### config.mk
export PLATFORM = sky130hd
export DESIGN_NAME = posit_decode
export DESIGN_NICKNAME = d
export VERILOG_FILES = /design/src/source/posit_pkg.sv /design/src/source/posit_decode.sv
export VERILOG_INCLUDE_DIRS = /design/src /design/src/source
export SDC_FILE = /design/constraint.sdc
export NUM_CORES = 1
export LEC_CHECK = 0
export BUFFER_PORTS_ARGS = -buffer_cell sky130_fd_sc_hd__buf_2
export CAP_MARGIN = 20
export CORE_MARGIN = 2
export CORE_UTILIZATION = 40
export CTS_BUF_LIST = sky130_fd_sc_hd__clkbuf_4 sky130_fd_sc_hd__clkbuf_8
export DETAILED_ROUTE_END_ITERATION = 10
export PLACE_DENSITY_LB_ADDON = 0.3
export SYNTH_ARGS = -nofsm -noshare
export SYNTH_HDL_FRONTEND = slang
export SYNTH_SLANG_ARGS = --single-unit
### constraint.sdc
create_clock -name clk_i -period 2.2 [get_ports clk_i]
set_input_delay 0.11 -clock clk_i [delete_from_list [all_inputs] [get_ports clk_i]]
set_output_delay 0.11 -clock clk_i [all_outputs]
set_load 0.02 [all_outputs]
### src/source/posit_defines.svh
`ifndef POSIT_DEFINES_SVH
`define POSIT_DEFINES_SVH

// Operand and result width in bits
`define POSIT_WIDTH 32

// Not-a-Real is the sign bit alone
`define POSIT_NAR {1'b1, {(`POSIT_WIDTH-1){1'b0}}}

// All-zero word, also the false result of a compare
`define POSIT_ZERO {`POSIT_WIDTH{1'b0}}

// Integer one in the result word, true result of a compare
`define POSIT_TRUE {{(`POSIT_WIDTH-1){1'b0}}, 1'b1}

`endif

### src/source/posit_pkg.sv
`include "posit_defines.svh"

package posit_pkg;

  typedef enum logic [1:0] {
    CMP     = 2'b00,
    SGNJ    = 2'b01,
    MINMAX  = 2'b10,
    OP_NONE = 2'b11  // Unused, answered as illegal
  } operation_e;

  // Only RNE, RTZ and RDN carry a meaning in this unit
  typedef enum logic [2:0] {
    RNE = 3'b000,
    RTZ = 3'b001,
    RDN = 3'b010,
    RUP = 3'b011,
    RMM = 3'b100,
    ROD = 3'b101,
    DYN = 3'b111
  } roundmode_e;

  typedef enum logic [1:0] {
    SI_SGNJ    = 2'b00,
    SI_SGNJN   = 2'b01,
    SI_SGNJX   = 2'b10,
    SI_ILLEGAL = 2'b11
  } signinject_e;

  typedef struct packed {
    logic nv;  // Invalid operation
    logic dz;
    logic of;
    logic uf;
    logic nx;
  } status_t;

  typedef struct packed {
    logic                     sign;
    logic [`POSIT_WIDTH-2:0]  body;
  } posit_fields_t;

  // Same word seen as a signed integer for ordering or as sign plus body
  typedef union packed {
    logic signed [`POSIT_WIDTH-1:0] ordinal;
    posit_fields_t                  fields;
  } posit_u;

  typedef struct packed {
    posit_u       a;
    posit_u       b;
    operation_e   op;
    roundmode_e   rnd_mode;
    signinject_e  sgnj_mode;
  } request_t;

  // One-hot operation variant
  typedef struct packed {
    logic lt;
    logic le;
    logic eq;
    logic max;
    logic min;
    logic sgnj;
    logic sgnjn;
    logic sgnjx;
  } variant_t;

  typedef struct packed {
    posit_u    a;
    posit_u    b;
    variant_t  sel;
    logic      nar_a;
    logic      nar_b;
    logic      illegal;
  } decoded_t;

  typedef struct packed {
    logic [`POSIT_WIDTH-1:0] result;
    status_t                 status;
  } response_t;

endpackage

### src/source/posit_decode.sv
`timescale 1ns/1ps
`include "posit_defines.svh"

module posit_decode (
  input  logic                 clk_i,
  input  logic                 rst_i,
  input  logic                 flush_i,
  input  posit_pkg::request_t  req_i,
  input  logic                 valid_i,
  input  logic                 advance_i,
  output posit_pkg::decoded_t  dec_o,
  output logic                 valid_o
);

  posit_pkg::decoded_t dec_d;
  posit_pkg::decoded_t dec_q;
  logic                valid_q;

  // Op and modifier fields into variant bits
  always_comb begin
    dec_d         = '0;
    dec_d.a       = req_i.a;
    dec_d.b       = req_i.b;
    dec_d.nar_a   = (req_i.a.ordinal == `POSIT_NAR);
    dec_d.nar_b   = (req_i.b.ordinal == `POSIT_NAR);

    case (req_i.op)
      posit_pkg::CMP: begin
        case (req_i.rnd_mode)
          posit_pkg::RNE: dec_d.sel.le = 1'b1;
          posit_pkg::RTZ: dec_d.sel.lt = 1'b1;
          posit_pkg::RDN: dec_d.sel.eq = 1'b1;
          default:        dec_d.illegal = 1'b1;
        endcase
      end
      posit_pkg::SGNJ: begin
        // Sign-inject field picks the variant, rounding mode is ignored
        case (req_i.sgnj_mode)
          posit_pkg::SI_SGNJ:  dec_d.sel.sgnj  = 1'b1;
          posit_pkg::SI_SGNJN: dec_d.sel.sgnjn = 1'b1;
          posit_pkg::SI_SGNJX: dec_d.sel.sgnjx = 1'b1;
          default:             dec_d.illegal   = 1'b1;
        endcase
      end
      posit_pkg::MINMAX: begin
        case (req_i.rnd_mode)
          posit_pkg::RNE: dec_d.sel.max = 1'b1;
          posit_pkg::RTZ: dec_d.sel.min = 1'b1;
          default:        dec_d.illegal = 1'b1;
        endcase
      end
      default: dec_d.illegal = 1'b1;  // Unused op code
    endcase
  end

  always_ff @(posedge clk_i) begin
    if (rst_i || flush_i) begin
      valid_q <= 1'b0;
    end else if (advance_i) begin
      valid_q <= valid_i;  // Empties when nothing new arrives
    end
  end

  // Payload only moves with a real item
  always_ff @(posedge clk_i) begin
    if (advance_i && valid_i) begin
      dec_q <= dec_d;
    end
  end

  assign dec_o   = dec_q;
  assign valid_o = valid_q;

  // A flush cycle must leave the stage empty, even if a request was taken
  a_flush_empties : assert property (
    @(posedge clk_i) disable iff (rst_i)
    flush_i |=> !valid_o
  );

endmodule

### Word-level counts from Yosys, hierarchy flattened

Cells that the tools add are included.

| storage, ports and cells | value |
|---|---|
| bits in registers | 76 |
| output and inout port bits | 76 |
| bits of input ports | 76 |

| operators by class | value |
|---|---|
| reduce and logical (&&, ||, !) cells | 8 |
| mux-type cells | 10 |
| eq/ne operators | 8 |

Operators by type and width:

| operator | number |
|---|---|
| 32-bit equality test, second input constant | 2 |
| 1-bit 2-to-1 mux | 9 |
| 3-bit OR reduction | 2 |
| 2-bit by 1-bit equality test with 1-bit output, second input constant | 2 |
| 2-bit equality test, second input constant | 2 |
| 2-bit zero test | 2 |
| 3-bit by 1-bit equality test with 1-bit output, second input constant | 1 |
| 3-bit by 2-bit equality test with 1-bit output, second input constant | 1 |
| 3-bit zero test | 1 |
| 1-bit case mux with 3 select lines | 1 |
| 2-bit OR reduction | 1 |
| 1-bit logical AND | 1 |
| 1-bit logical OR | 1 |

### Depth between registers and ports, before layout

| logic depth | value |
|---|---|
| word-level depth | 4 |
| depth in mapped cells | 3 |

### Least setup slack after synthesis

No wires, ideal clock.

| timing | value |
|---|---|
| path type | input -> register |
| from | input port valid_i |
| to | register dec_q (netlist bit dec_o[0]), enable pin |
| stages | 1 |
| arrival | 1.878 ns |
| slack | -0.120 ns |
| setup time | 0.442 ns |
| cells stage by stage | and2_1 |

| between the ends | value |
|---|---|
| cells in the longest elaborated chain, start to end | 1 |

RTL lines:

| what | line | text |
|---|---|---|
| start: declaration | posit_decode.sv:9 | `input logic valid_i,` |
| 1-bit logical AND | posit_decode.sv:66 | `if (advance_i && valid_i) begin` |
| end signal: assignment | posit_decode.sv:67 | `dec_q <= dec_d;` |
| end: declaration | posit_decode.sv:16 | `posit_pkg::decoded_t dec_q;` |

Every way passes these cells.
A chain may end at the register's enable or synchronous reset.

==> results.sh <==
export IMPL_clock_latency_ns=0.33
export IMPL_grt_max_degree=77
export IMPL_path_max_fanout=2
export IMPL_rsz0062_at_grt="false"
export IMPL_synthXorXnorAreaFrac=0
export IMPL_grt_overflow=0
export IMPL_setup_viol=0
export IMPL_cts_root_buffer="clkbuf_8"
export IMPL_avgRoutedWirePerCell_um=15.6
export IMPL_synth_compound_area_frac=0.00688
export IMPL_stdcell_count=428
export IMPL_cts_buffer_depth=2
export IMPL_yosys_warnings=0
export IMPL_drv_slew=0
export IMPL_clock_fmax_mhz=806
export IMPL_drc=0
export IMPL_crit_required_ns=2.39
export IMPL_fin_tns_setup_ns=0
export IMPL_critPathKind="in -> reg"
export IMPL_dpl_hpwl_mm=4.18
export IMPL_n_antenna_cell=0
export IMPL_drt_first_pass_iters=4
export IMPL_vdd_ir_drop_max_v=0.000427
export IMPL_yosys_register_bits=76
export IMPL_core_um2=6240
export IMPL_clk_pin_slew_ns=0.07
export IMPL_clock_sinks=76
export IMPL_wl_mm=6.66
export IMPL_die_h_um=83.8
export IMPL_htreeDepth=3
export IMPL_slew_headroom=0.733
export IMPL_cts_tree="yes"
export IMPL_die_w_um=83.8
export IMPL_fp_dieArea_um2=7020
export IMPL_synthToLayoutAreaGrowth_pct=68.1
export IMPL_nFillCells=444
export IMPL_synthesis_area_um2=2550
export IMPL_synth_simple_area_share=0.0978
export IMPL_whs_ns=0.0992
export IMPL_cts_buffers_inserted=9
export IMPL_fin_crit_sh=0.564
export IMPL_syn_avg_cell_area_um2=21.4
export IMPL_yosysSeqAreaShare=0.892
export IMPL_drive_above_1_share=0.481
export IMPL_synth_top_family_by_area="simple AND/OR/NAND/NOR gates"
export IMPL_nets=423
export IMPL_setup_slack_ns=0.959
export IMPL_max_cap_violations=0
export IMPL_tightest_slew_ns=0.400
export IMPL_drt_iter0_drc=84
export IMPL_antenna_found_initial=0
export IMPL_dp_slack_ns=1.12
export IMPL_place_congestion=0.790
export IMPL_placed_cells=347
export IMPL_hold_path_class="in -> reg"
export IMPL_cp_end_kind="flip-flop"
export IMPL_grt_pass1_vias=2165
export IMPL_synthMuxAreaShare=0
export IMPL_post_route_min_period_ns=1.24
export IMPL_fin_skew_ns=0
export IMPL_worstPathArrival_ns=1.43
export IMPL_worstSetupStartpointType="primary input"
export IMPL_io_buffer_count=151
export IMPL_postSynthNetCount=195
export IMPL_fp_row_count=29
export IMPL_p_leak_nw=1.73
export IMPL_synthCells=119
export IMPL_p_per_area_nw_per_um2=760
export IMPL_ys_types=20
export IMPL_finalHoldViolations=0
export IMPL_grt_pass1_wl_mm=10.2
export IMPL_start_util=0.408
export IMPL_grtUsageTotal=0.191
export IMPL_synth_fa_ha_area_frac=0
export IMPL_via_count=1995
export IMPL_viasPerCell=4.66
export IMPL_io_pins=152
export IMPL_ant_nets=0
export IMPL_outcome="completed"
cells in the mapped netlist (all sizes together):
cell | number | area, um2
a21oi | 1 | 5.00
nand4 | 4 | 25.0
dfxtp | 1 | 20.0
edfxtp | 75 | 2250
and3 | 1 | 6.26
inv | 1 | 3.75
nor3 | 4 | 20.0
nor2 | 4 | 15.0
nand3 | 1 | 5.00
clkbuf | 1 | 3.75
o21ai | 1 | 5.00
nand2 | 2 | 7.51
and2 | 1 | 6.26
nor4 | 14 | 87.6
nor3b | 1 | 12.5
or3 | 1 | 11.3
o21a | 1 | 7.51
nor4b | 3 | 32.5
nor4bb | 2 | 20.0
final timing paths:
| kind | from | cells past startpoint | slack (ns) | to |
|---|---|---|---|---|
| max | req_i[64] | 5 | 0.96 | dec_o[2] |
| min | req_i[2] | 2 | 0.1 | dec_o[7] |
| max reg2reg | valid_o | 3 | 1.06 | valid_o |
| min reg2reg | valid_o | 3 | 1.07 | valid_o |
critical path, cell delays in order:
cell           delay [ns]
dlygate4sd3_1        0.53
buf_2                0.13
nor4b_1              0.38
nand4_1              0.16
nor2_1               0.13
routing by layer:
layer	global-route usage	wire length, um
met5	0	0
met4	0.0894	189
met3	0.0504	462
met2	0.361	3550
met1	0.193	2470
placed cells by master, fill, tap and decap left out, types with 2 or more instances in the layout:
cell / Yosys / layout
clkbuf_8: 0 / 9
nand2_1: 2 / 2
bufinv_16: 0 / 2
nand4_1: 4 / 4
nor2_1: 4 / 4
dlygate4sd3_1: 0 / 66
clkinv_1: 0 / 2
nor3_1: 4 / 4
buf_2: 0 / 151
nor4_1: 14 / 14
nor4b_1: 2 / 2
nor4bb_1: 2 / 2
edfxtp_1: 75 / 75
cell type report:
cell class	count	area, um2	area share
inverter	1	3.75	0.000877
multi-input combinational	41	268	0.0626
clock inverter	6	80.1	0.0187
timing repair buffer	218	1440	0.336
sequential	76	2270	0.531
clock buffer	9	124	0.0289
tap	77	96.3	0.0225
registers in the layout, summed over array words and instances (netlist names):
name	cells
dec_o	75
valid_o	1
report_power, final:
group          internal, mW  switching, mW  leakage (nW)
Combinational         0.197          0.245         0.928
Sequential             1.69         0.0227         0.701
Clock                 0.623          0.472         0.100
Total                  2.51          0.739          1.73
what timing repair did:
item	in CTS	in global routing
gates resized for setup	0	0
hold buffers	66	0
setup buffers	0	0
endpoints found under the hold margin	65	0
stage by stage:
stage | power [mW] | utilization | cell area (um2)
floorplan | 1.91 | - | 2550
global placement | 2.09 | 0.547 | 3420
detailed placement | 2.10 | 0.547 | 3420
CTS | 3.27 | 0.686 | 4280
global route | 3.36 | 0.686 | 4280
finish | 3.25 | 0.686 | 4280
cells by family after synthesis:
family          count (synthesis)
flops                          76
simple gates                   38
compound gates                  3
buf+inv                         2
Note: power is estimated with default switching activity, not from simulation.
