`src/source/posit_defines.svh`:
```
`ifndef POSIT_DEFINES_SVH
`define POSIT_DEFINES_SVH

// Operand and result width in bits
`define POSIT_WIDTH 32

// Not-a-Real is the sign bit alone
`define POSIT_NAR {1'b1, {(`POSIT_WIDTH-1){1'b0}}}

// All-zero word, also the false result of a compare
`define POSIT_ZERO {`POSIT_WIDTH{1'b0}}

// Integer one in the result word, true result of a compare
`define POSIT_TRUE {{(`POSIT_WIDTH-1){1'b0}}, 1'b1}

`endif

```
`src/source/posit_pkg.sv`:
```
`include "posit_defines.svh"

package posit_pkg;

  typedef enum logic [1:0] {
    CMP     = 2'b00,
    SGNJ    = 2'b01,
    MINMAX  = 2'b10,
    OP_NONE = 2'b11  // Unused, answered as illegal
  } operation_e;

  // Only RNE, RTZ and RDN carry a meaning in this unit
  typedef enum logic [2:0] {
    RNE = 3'b000,
    RTZ = 3'b001,
    RDN = 3'b010,
    RUP = 3'b011,
    RMM = 3'b100,
    ROD = 3'b101,
    DYN = 3'b111
  } roundmode_e;

  typedef enum logic [1:0] {
    SI_SGNJ    = 2'b00,
    SI_SGNJN   = 2'b01,
    SI_SGNJX   = 2'b10,
    SI_ILLEGAL = 2'b11
  } signinject_e;

  typedef struct packed {
    logic nv;  // Invalid operation
    logic dz;
    logic of;
    logic uf;
    logic nx;
  } status_t;

  typedef struct packed {
    logic                     sign;
    logic [`POSIT_WIDTH-2:0]  body;
  } posit_fields_t;

  // Same word seen as a signed integer for ordering or as sign plus body
  typedef union packed {
    logic signed [`POSIT_WIDTH-1:0] ordinal;
    posit_fields_t                  fields;
  } posit_u;

  typedef struct packed {
    posit_u       a;
    posit_u       b;
    operation_e   op;
    roundmode_e   rnd_mode;
    signinject_e  sgnj_mode;
  } request_t;

  // One-hot operation variant
  typedef struct packed {
    logic lt;
    logic le;
    logic eq;
    logic max;
    logic min;
    logic sgnj;
    logic sgnjn;
    logic sgnjx;
  } variant_t;

  typedef struct packed {
    posit_u    a;
    posit_u    b;
    variant_t  sel;
    logic      nar_a;
    logic      nar_b;
    logic      illegal;
  } decoded_t;

  typedef struct packed {
    logic [`POSIT_WIDTH-1:0] result;
    status_t                 status;
  } response_t;

endpackage

```
`src/source/posit_result.sv`:
```
`timescale 1ns/1ps

module posit_result (
  input  logic                  clk_i,
  input  logic                  rst_i,
  input  logic                  flush_i,
  input  posit_pkg::response_t  rsp_i,
  input  logic                  valid_i,
  input  logic                  ready_i,
  output logic                  load_o,
  output posit_pkg::response_t  rsp_o,
  output logic                  valid_o
);

  posit_pkg::response_t rsp_q;
  logic                 valid_q;

  // Free slot, or the held item leaves this cycle
  assign load_o = !valid_q || ready_i;

  always_ff @(posedge clk_i) begin
    if (rst_i || flush_i) begin
      valid_q <= 1'b0;
    end else if (load_o) begin
      valid_q <= valid_i;
    end
  end

  always_ff @(posedge clk_i) begin
    if (load_o && valid_i) begin
      rsp_q <= rsp_i;  // Held otherwise
    end
  end

  assign rsp_o   = rsp_q;
  assign valid_o = valid_q;

  // Stalled output keeps both valid and payload
  a_hold_stalled : assert property (
    @(posedge clk_i) disable iff (rst_i)
    (valid_o && !ready_i && !flush_i) |=> (valid_o && $stable(rsp_o))
  );

endmodule

```
`config.mk`:
```
export PLATFORM = sky130hd
export DESIGN_NAME = posit_result
export DESIGN_NICKNAME = d
export VERILOG_FILES = /design/src/source/posit_pkg.sv /design/src/source/posit_result.sv
export VERILOG_INCLUDE_DIRS = /design/src /design/src/source
export SDC_FILE = /design/constraint.sdc
export NUM_CORES = 1
export LEC_CHECK = 0
export BUFFER_PORTS_ARGS = -buffer_cell sky130_fd_sc_hd__buf_2
export CORE_MARGIN = 3
export CORE_UTILIZATION = 39
export CTS_CLUSTER_SIZE = 28
export DETAILED_ROUTE_END_ITERATION = 12
export GPL_ROUTABILITY_DRIVEN = 0
export GPL_TIMING_DRIVEN = 0
export PLACE_DENSITY = 0.76
export SYNTH_ARGS = -nofsm -noshare
export SYNTH_HDL_FRONTEND = slang
export SYNTH_SLANG_ARGS = --single-unit
export TNS_END_PERCENT = 5
```
`constraint.sdc`:
```
create_clock -name clk_i -period 1.5 [get_ports clk_i]
set_clock_uncertainty 0.1 [all_clocks]
set_input_delay 0.15 -clock clk_i [delete_from_list [all_inputs] [get_ports clk_i]]
set_output_delay 0.15 -clock clk_i [all_outputs]
set_load 0.01 [all_outputs]
```
### Yosys cells after proc, flatten, opt, wreduce, memory -nomap -nowiden

Cells that the tools add are included.

* flip-flop bits (word level): 38
* bits of input ports: 42
* output and inout port bits: 39

* reductions and logical operators: 4

Operator list (number)
* logical OR 1 bit: 2
* logical AND 1 bit: 1
* zero test 1 bit: 1

### Longest topological paths before layout

Gate-level depths: netlist of the first run.

* depth in word-level cells: 3
* gate-level depth with buffers: 2
* mapped depth without buffers: 2

### Worst setup path before layout of the first run

No wires, ideal clock.

* path type: register -> register
* start: register valid_q, in the netlist valid_o
* end: register rsp_q (netlist bit rsp_o[0]) (enable)
* library setup time: 0.377 ns
* data arrival time: 1.005 ns
* required time: 1.023 ns
* slack: 0.018 ns
* cell stages (with the launch flop): 3
* path buffers: 0
* path through: dfxtp_1 > nand2b_4 > and2_2

* longest elaborated chain between the ends: 3

RTL lines
* start, declared: RTL line posit_result.sv:16 `logic valid_q;`
* start signal, assigned: RTL line posit_result.sv:25 `valid_q <= valid_i;`
* zero test 1 bit: RTL line posit_result.sv:19 `assign load_o = !valid_q || ready_i;`
* logical OR 1 bit: RTL line posit_result.sv:19
* net load_o: RTL line posit_result.sv:10 `output logic load_o,`
* logical AND 1 bit: RTL line posit_result.sv:30 `if (load_o && valid_i) begin`
* end signal, assigned: RTL line posit_result.sv:31 `rsp_q <= rsp_i;`
* end, declared: RTL line posit_result.sv:15 `posit_pkg::response_t rsp_q;`

The timed path passes the listed nets, and every way through them passes these cells.
A chain may end at the register's enable or synchronous reset.

### Worst setup path in the final report of the first run

* start: register valid_q, in the netlist valid_o
* end: register valid_q, in the netlist valid_o

* longest elaborated chain between the ends: 2

RTL lines (RTL line)
* zero test 1 bit: posit_result.sv:19
* logical OR 1 bit: posit_result.sv:19

Every way passes these cells.

==> results of run 1 <==
-- report_power, final --
group	switching, mW	internal [mW]
Combinational	0.111	0.145
Clock	0.315	0.514
Sequential	0.0159	1.24
Total	0.441	1.89
-- through the flow --
stage | total power, mW | TNS [ps] | worst slack (ps) | instances
floorplan | 1.33 | 0 | 17.9 | 42
global placement | 1.44 | -1460 | -40.3 | 153
detailed placement | 1.44 | -3130 | -85.3 | 153
CTS | 2.34 | 0 | 147 | 200
global route | 2.42 | 0 | 100 | 200
finish | 2.34 | 0 | 153 | 200
-- what timing repair did --
item	in CTS	in global routing
setup endpoints to repair	37	0
gates resized for setup	1	0
hold buffers	39	0
endpoints found under the hold margin	38	0
-- cell usage in the layout (no fill, tap or decap) --
cell and instances:
and2_4 1, inv_1 1, clkbuf_4 5, buf_2 80
edfxtp_1 37, bufinv_16 2, dlygate4sd3_1 39, nand2b_4 1
dfxtp_1 1, clkinv_1 1, a211oi_2 1
-- Yosys cell counts, drive strengths merged --
cell type / n
edfxtp: 37
inv: 1
nand2b: 1
dfxtp: 1
a211oi: 1
and2: 1
-- layout make-up --
type / instances / area, um2
Clock buffer: 5 / 37.5
Tap cell: 31 / 38.8
Multi-Input combinational cell: 3 / 35.0
Sequential cell: 38 / 1130
Clock inverter: 3 / 63.8
Fill cell: 193 / 704
Timing Repair Buffer: 119 / 791
Inverter: 1 / 3.75
-- flip-flops by register name (all words and copies together), names as in the netlist --
signal	cells
rsp_o	37
valid_o	1
-- kinds of logic after synthesis --
logic type             count (synthesis)
buffers and inverters                  1
AND/OR/NAND/NOR                        2
AO/OA/AOI/OAI                          1
flip-flops                            38
-- per-layer routing --
layer | vias up | global-route usage (%) | part of all wire [%]
met3 | 4 | 4.26 | 8.7
met4 | 0 | 8.67 | 1.1
met5 | - | 0 | 0
met1 | 413 | 16.9 | 36
li1 | 417 | - | -
met2 | 59 | 33.7 | 54
-- critical path, delay by kind of cell (launching register included) --
kind | cells | cell delay (ps)
AOI/OAI and AO/OA | 1 | 190
buffers and inverters | 1 | 560
DFF | 1 | 380
and+or+nand+nor | 1 | 70
-- path summary, 6_finish.rpt --
path,end,slack [ps]
max,valid_o$_SDFFE_PP0P_,150
min,rsp_o[13]$_DFFE_PP_,320
max reg2reg,valid_o$_SDFFE_PP0P_,150
min reg2reg,rsp_o[13]$_DFFE_PP_,860
==> results.yml, run 1 <==
place:
  portBuffers: 80
  placed_area_mm2: 0.00161
cells_and_area:
  stdcell_area_mm2: 0.00210
  post-route-util_pct: 74.9
  layout-drive-gt1-share_pct: 53.3
  nets: 210
  n_antenna_cell: 0
  area_growth_pct: 79.8
worst_setup_path:
  slowest_stage: "dlygate4sd3_1"
  rr_startpoint: "valid_o$_SDFFE_PP0P_"
  worstSetupStartpoint: "valid_o$_SDFFE_PP0P_"
  cp_slowest_stage_delay_ps: 560
  r2r_cells: 3
  path_class: "register to register"
  critPathRequiredTime_ps: 1670
  cp.arrival_ps: 1520
  end_kind: "register"
  start_kind: "register"
  path_cells: "nand2b_4 -> a211oi_2 -> dlygate4sd3_1"
  cp_max_fo: 3
synth:
  synth_cells: 42
  synth_fp_nets: 84
  synth.area.mux_share_pct: 0
  synth_cell_type_count: 6
  synth_compound_area_share_pct: 1.07
  synth_top_area_share_pct: 95.1
  ys_warn_count: 0
  synth_fa_ha_area_share_pct: 0
  synth_top_family_by_area: "simple AND/OR/NAND/NOR gates"
  yosysSeqAreaShare_pct: 96.8
  synth_xor_area_share_pct: 0
  syn_area_per_cell_um2: 27.8
  ys_seq_elements: 38
  synth_top_area_cell: "edfxtp_1"
  synth_area_mm2: 0.00117
  ys_top_cells_by_area: "edfxtp_1 (95%), dfxtp_1 (1.7%), nand2b_4 (1.2%), a211oi_2 (1.1%), and2_2 (0.64%)"
  synth-simple-area-share_pct: 1.82
route:
  drtIter0Drc: 25
  firstDrtPassIters: 2
  antenna_left: 0
  wl_um: 3240
  drc_errors: 0
  avgViaCountPerCell: 4.47
  routedWlPerCell_um: 16.2
  num_vias: 893
outcome:
  outcome: "finished clean"
worst_hold_path:
  holdCritPathClass: "input port to register"
  holdPathStages: 2
  holdCritStartpoint: "valid_i"
sta:
  grt_setup_unrepaired: "no"
  worst_pin_slew_ps: 466
  final_hold_viol_count: 0
  period_needed_ps: 1350
  timing.hold.ws_ps: 320
  finalSetupViolations: 0
  slew_headroom_pct: 68.9
  fmax_ghz: 0.742
  maxSlewViolCount: 0
  timing.final.crit_share_pct: 89.8
die:
  core-area_mm2: 0.00281
  rows: 19
  io_pins: 81
  die_x_um: 60.7
  fp.dieH_um: 60.7
  die_area_mm2: 0.00369
  start_util_pct: 41.7
clock_tree:
  cts-root-buf: "clkbuf_4"
  cts_buffer_depth: 2
  clk_pin_slew_worst_paths_ps: 110
  htree_num_levels: 2
  clock-sinks: 38
  cts_buffers: 5
  clock_latency_ps: 320
  post_cts_buffers: 0
  cts_tree: "done"
global_route:
  grt_antenna_before_repair: 0
  first_global_vias: 932
  grt_overflow: 0
  grt_pass1_wl_um: 4350
  grt_max_degree: 38
  grt_use_total_pct: 17.5
power:
  power.density_mw_per_mm2: 1110
  p_leak_nw: 0.919
  irDropWorstVdd_uv: 682
run:
  max_cap_viol_count: 0
No activity file was read; power rests on OpenSTA's default activity.
==> run 2, diff against run 1 <==
Settings changed: CORE_UTILIZATION 39 to 42, PLACE_DENSITY 0.76 to 0.81.
Clock period 1.5 ns to 1.6 ns, I/O delays scaled along.
==> results.yml, run 2 (synthesis gave the netlist of run 1 again) <==
worst_setup_path:
  worst-path-buf-inv: 1
  end_kind: "register"
  cp.arrival_ps: 1610
  path_class: "register to register"
  slowest_stage: "dlygate4sd3_1"
  rr_startpoint: "valid_o$_SDFFE_PP0P_"
  path_cells: "nand2b_4 -> a211oi_2 -> dlygate4sd3_1"
  critPathRequiredTime_ps: 1770
  cp_max_fo: 3
  start_kind: "register"
  cp_top_family: "buffers and inverters"
  worstSetupStartpoint: "valid_o$_SDFFE_PP0P_"
  cp_slowest_stage_delay_ps: 580
die:
  fp.dieH_um: 58.8
  core-area_mm2: 0.00257
  die_area_mm2: 0.00345
  start_util_pct: 45.5
  rows: 18
  io_pins: 81
  die_x_um: 58.8
route:
  firstDrtPassIters: 4
  drtIter0Drc: 13
  num_vias: 909
  wl_um: 3090
  drc_errors: 0
  routedWlPerCell_um: 15.5
  avgViaCountPerCell: 4.57
  antenna_left: 0
place:
  placed_area_mm2: 0.00161
  dp_slack_ps: 23.3
  portBuffers: 80
sta:
  fmax_ghz: 0.698
  fin_tns_setup_ps: 0
  timing.final.crit_share_pct: 89.6
  final_hold_viol_count: 0
  finalSetupViolations: 0
  slew_headroom_pct: 68.9
  maxSlewViolCount: 0
  grt_setup_unrepaired: "no"
  worst_pin_slew_ps: 466
  worst_slack_ps: 167
  period_needed_ps: 1430
clock_tree:
  htree_num_levels: 2
  clock_latency_ps: 320
  clock-sinks: 38
  cts_buffer_depth: 2
  cts_tree: "done"
  cts-root-buf: "clkbuf_4"
  clk_pin_slew_worst_paths_ps: 110
  cts_buffers: 5
  post_cts_buffers: 0
cells_and_area:
  layout-drive-gt1-share_pct: 52.7
  post-route-util_pct: 79.8
  stdcell_area_mm2: 0.00205
  multiInputGateArea_um2: 35.0
  final_cell_mix: "buf_2 (80), dlygate4sd3_1 (39), edfxtp_1 (37)"
  largest_reg_flops: 37
  final_common_cell: "buf_2"
  n_antenna_cell: 0
  nFillCells: 156
  area_growth_pct: 75.3
  nets: 210
  register_area_mm2: 0.00113
power:
  switching_power_mw: 0.394
  comb_power_share_pct: 12.9
  swShare_pct: 21.3
  p_total_mw: 1.85
  p_seq_share_pct: 63.3
  pwr-share-clk_pct: 23.9
  irDropWorstVdd_uv: 770
  internal-power_mw: 1.46
  power.density_mw_per_mm2: 905
  p_leak_nw: 0.896
worst_hold_path:
  holdCritPathClass: "input port to register"
  holdCritStartpoint: "valid_i"
run:
  max_cap_viol_count: 0
global_route:
  grt_max_degree: 38
  first_global_vias: 987
  grt_pass1_wl_um: 4820
  grt_antenna_before_repair: 0
  grt_overflow: 0
  grt_use_total_pct: 20.1
outcome:
  outcome: "finished clean"
==> run 2: changes by cell type in the layout (fill, tap and decap cells not counted), sizes merged <==
| cell | before | now |
|---|---|---|
| bufinv | 2 | 0 |
| clkbuf | 5 | 6 |
| clkinv | 1 | 2 |
==> run 2: power groups by stage <==
stage | Combinational, mW | Clock [mW] | Sequential (mW)
after detailed placement | 0.158 | 0 | 1.19
after CTS | 0.231 | 0.459 | 1.17
after floorplan | 0.0208 | 0 | 1.23
final | 0.238 | 0.442 | 1.17
after global routing | 0.258 | 0.513 | 1.18
after global placement | 0.154 | 0 | 1.19
==> run 2: worst paths after layout <==
check	end	slack, ps	cells after the start
setup reg to reg	valid_o$_SDFFE_PP0P_	170	3
hold reg to reg	rsp_o[29]$_DFFE_PP_	920	2
hold / removal	rsp_o[29]$_DFFE_PP_	340	2
setup / recovery	valid_o$_SDFFE_PP0P_	170	3
==> run 2: metrics by stage <==
stage | cells | hold WS (ps)
floorplan | 42 | 125
global placement | 152 | 231
detailed placement | 152 | 238
CTS | 199 | 415
global route | 199 | 331
finish | 199 | 339
==> run 2: area by class of cell <==
| class | count | area share (%) |
|---|---|---|
| clock buffers | 6 | 2.02 |
| clock inverters | 2 | 0.428 |
| inverters | 1 | 0.183 |
| multi-input cells | 3 | 1.71 |
| flip-flops and latches | 38 | 55.2 |
| well taps | 30 | 1.83 |
| repair buffers | 119 | 38.6 |
==> run 2: worst reg2reg max path, stage by stage (launching register included) <==
cell and delay [ps]:
dfxtp_1 420, nand2b_4 80, a211oi_2 200, dlygate4sd3_1 580
==> run 2: repair_timing <==
item,CTS,global route
hold buffers,39,0
hold endpoints to repair,38,0
endpoints found under the setup margin,0,37
resized for setup,0,1
==> run 2: routing by layer <==
metal  GRT usage, %  wire length [um]
met5              0                 0
met4           7.44                41
met3           10.3               348
met2           34.2              1640
met1           21.1              1050
==> run 3, diff against run 2 <==
Settings changed: CORE_MARGIN 3 to 2.
==> results.yml, run 3 (synthesis gave the netlist of run 1 again) <==
outcome:
  outcome: "finished clean"
clock_tree:
  cts_buffer_depth: 2
  cts-root-buf: "clkbuf_4"
  clock_latency_ps: 320
  clk_pin_slew_worst_paths_ps: 100
  htree_num_levels: 2
  cts_tree: "done"
  clock-sinks: 38
  cts_buffers: 5
die:
  fp.dieH_um: 56.8
  die_x_um: 56.8
  core-area_mm2: 0.00271
  io_pins: 81
  start_util_pct: 43.1
  rows: 19
  die_area_mm2: 0.00322
sta:
  period_needed_ps: 1420
  timing.final.crit_share_pct: 88.5
  slew_headroom_pct: 69.5
  worst_pin_slew_ps: 457
  worst_slack_ps: 184
  grt_setup_unrepaired: "no"
  fmax_ghz: 0.706
  fin_tns_setup_ps: 0
  final_hold_viol_count: 0
  maxSlewViolCount: 0
  finalSetupViolations: 0
global_route:
  grt_max_degree: 38
  grt.busiest_layer: "met2"
  grt_pass1_wl_um: 4260
  grt_antenna_before_repair: 0
  use_met1_pct: 20.3
  first_global_vias: 959
  grtUsageMet2_pct: 29.7
  grt_use_total_pct: 18.3
  use_met3_pct: 8.99
  grt_overflow: 0
cells_and_area:
  area_growth_pct: 75.3
  nFillCells: 167
  fin_cells: 200
  final_common_cell: "buf_2"
  register_area_mm2: 0.00113
  layout-drive-gt1-share_pct: 52.1
  final_cell_mix: "buf_2 (80), dlygate4sd3_1 (39), edfxtp_1 (37)"
  largest_reg_flops: 37
  n_antenna_cell: 0
  nets: 210
  multiInputGateArea_um2: 35.0
  post-route-util_pct: 75.6
power:
  switching_power_mw: 0.389
  internal-power_mw: 1.47
  p_leak_nw: 0.893
  comb_power_share_pct: 12.6
  pwr-share-clk_pct: 24.3
  power.density_mw_per_mm2: 907
  p_total_mw: 1.86
  p_seq_share_pct: 63.1
  swShare_pct: 20.9
  irDropWorstVdd_uv: 729
route:
  drc_errors: 0
  num_vias: 883
  drtIter0Drc: 15
  antenna_left: 0
  avgViaCountPerCell: 4.42
  wl_um: 2780
  routedWlPerCell_um: 13.9
  firstDrtPassIters: 4
worst_hold_path:
  holdCritPathClass: "input port to register"
place:
  portBuffers: 80
  dp_slack_ps: 22.7
  placed_cells: 153
worst_setup_path:
  start_kind: "input port"
  path_class: "input port to register"
  critPathRequiredTime_ps: 1770
  cp_max_fo: 1
  end_kind: "register"
  cp.arrival_ps: 1590
run:
  max_cap_viol_count: 0
run 3: changes by cell type in the layout (fill, tap and decap cells not counted):
cell / before / now
clkinv_2: 1 / 0
clkbuf_1: 1 / 3
clkinv_1: 1 / 0
run 3: power by group through the flow:
stage	Sequential, mW	Clock, mW	Combinational, mW
floorplan	1.23	0	0.0208
global placement	1.19	0	0.154
detailed placement	1.19	0	0.159
CTS	1.17	0.465	0.232
global route	1.18	0.499	0.250
finish	1.17	0.451	0.234
run 3: timing repair:
item	in CTS	in global routing
setup buffers	0	0
gates resized for setup	1	0
endpoints found under the hold margin	38	0
hold buffers	39	0
setup endpoints to repair	7	0
run 3: final timing paths:
kind	start	depth (start not counted)	end	slack (ps)
min reg2reg	valid_o$_SDFFE_PP0P_	2	rsp_o[8]$_DFFE_PP_	880
max reg2reg	valid_o$_SDFFE_PP0P_	3	valid_o$_SDFFE_PP0P_	190
min	valid_i	2	rsp_o[8]$_DFFE_PP_	330
max	rst_i	4	valid_o$_SDFFE_PP0P_	180
run 3: layout make-up:
type | count | area share [%]
flip-flops and latches | 38 | 55.2
repair buffers | 119 | 38.6
clock buffers | 8 | 2.38
well taps | 31 | 1.89
multi-input cells | 3 | 1.71
inverters | 1 | 0.183
run 3: critical path, cell delays in order:
cell and delay (ps):
dlygate4sd3_1 540, buf_2 120, a211oi_2 180, dlygate4sd3_1 580
run 3: per-stage QoR:
stage	hold WS, ps	area, um2
CTS	328	2050
global route	333	2050
floorplan	125	1170
detailed placement	236	1610
finish	329	2050
global placement	223	1610
run 3: layer usage:
metal  vias to the layer above  wire (um)  part of all wire [%]
met5                         -          0                     0
met4                         0         64                   2.3
met3                         8        320                    12
met2                        62       1370                    49
met1                       394       1020                    37
li1                        419          -                     -
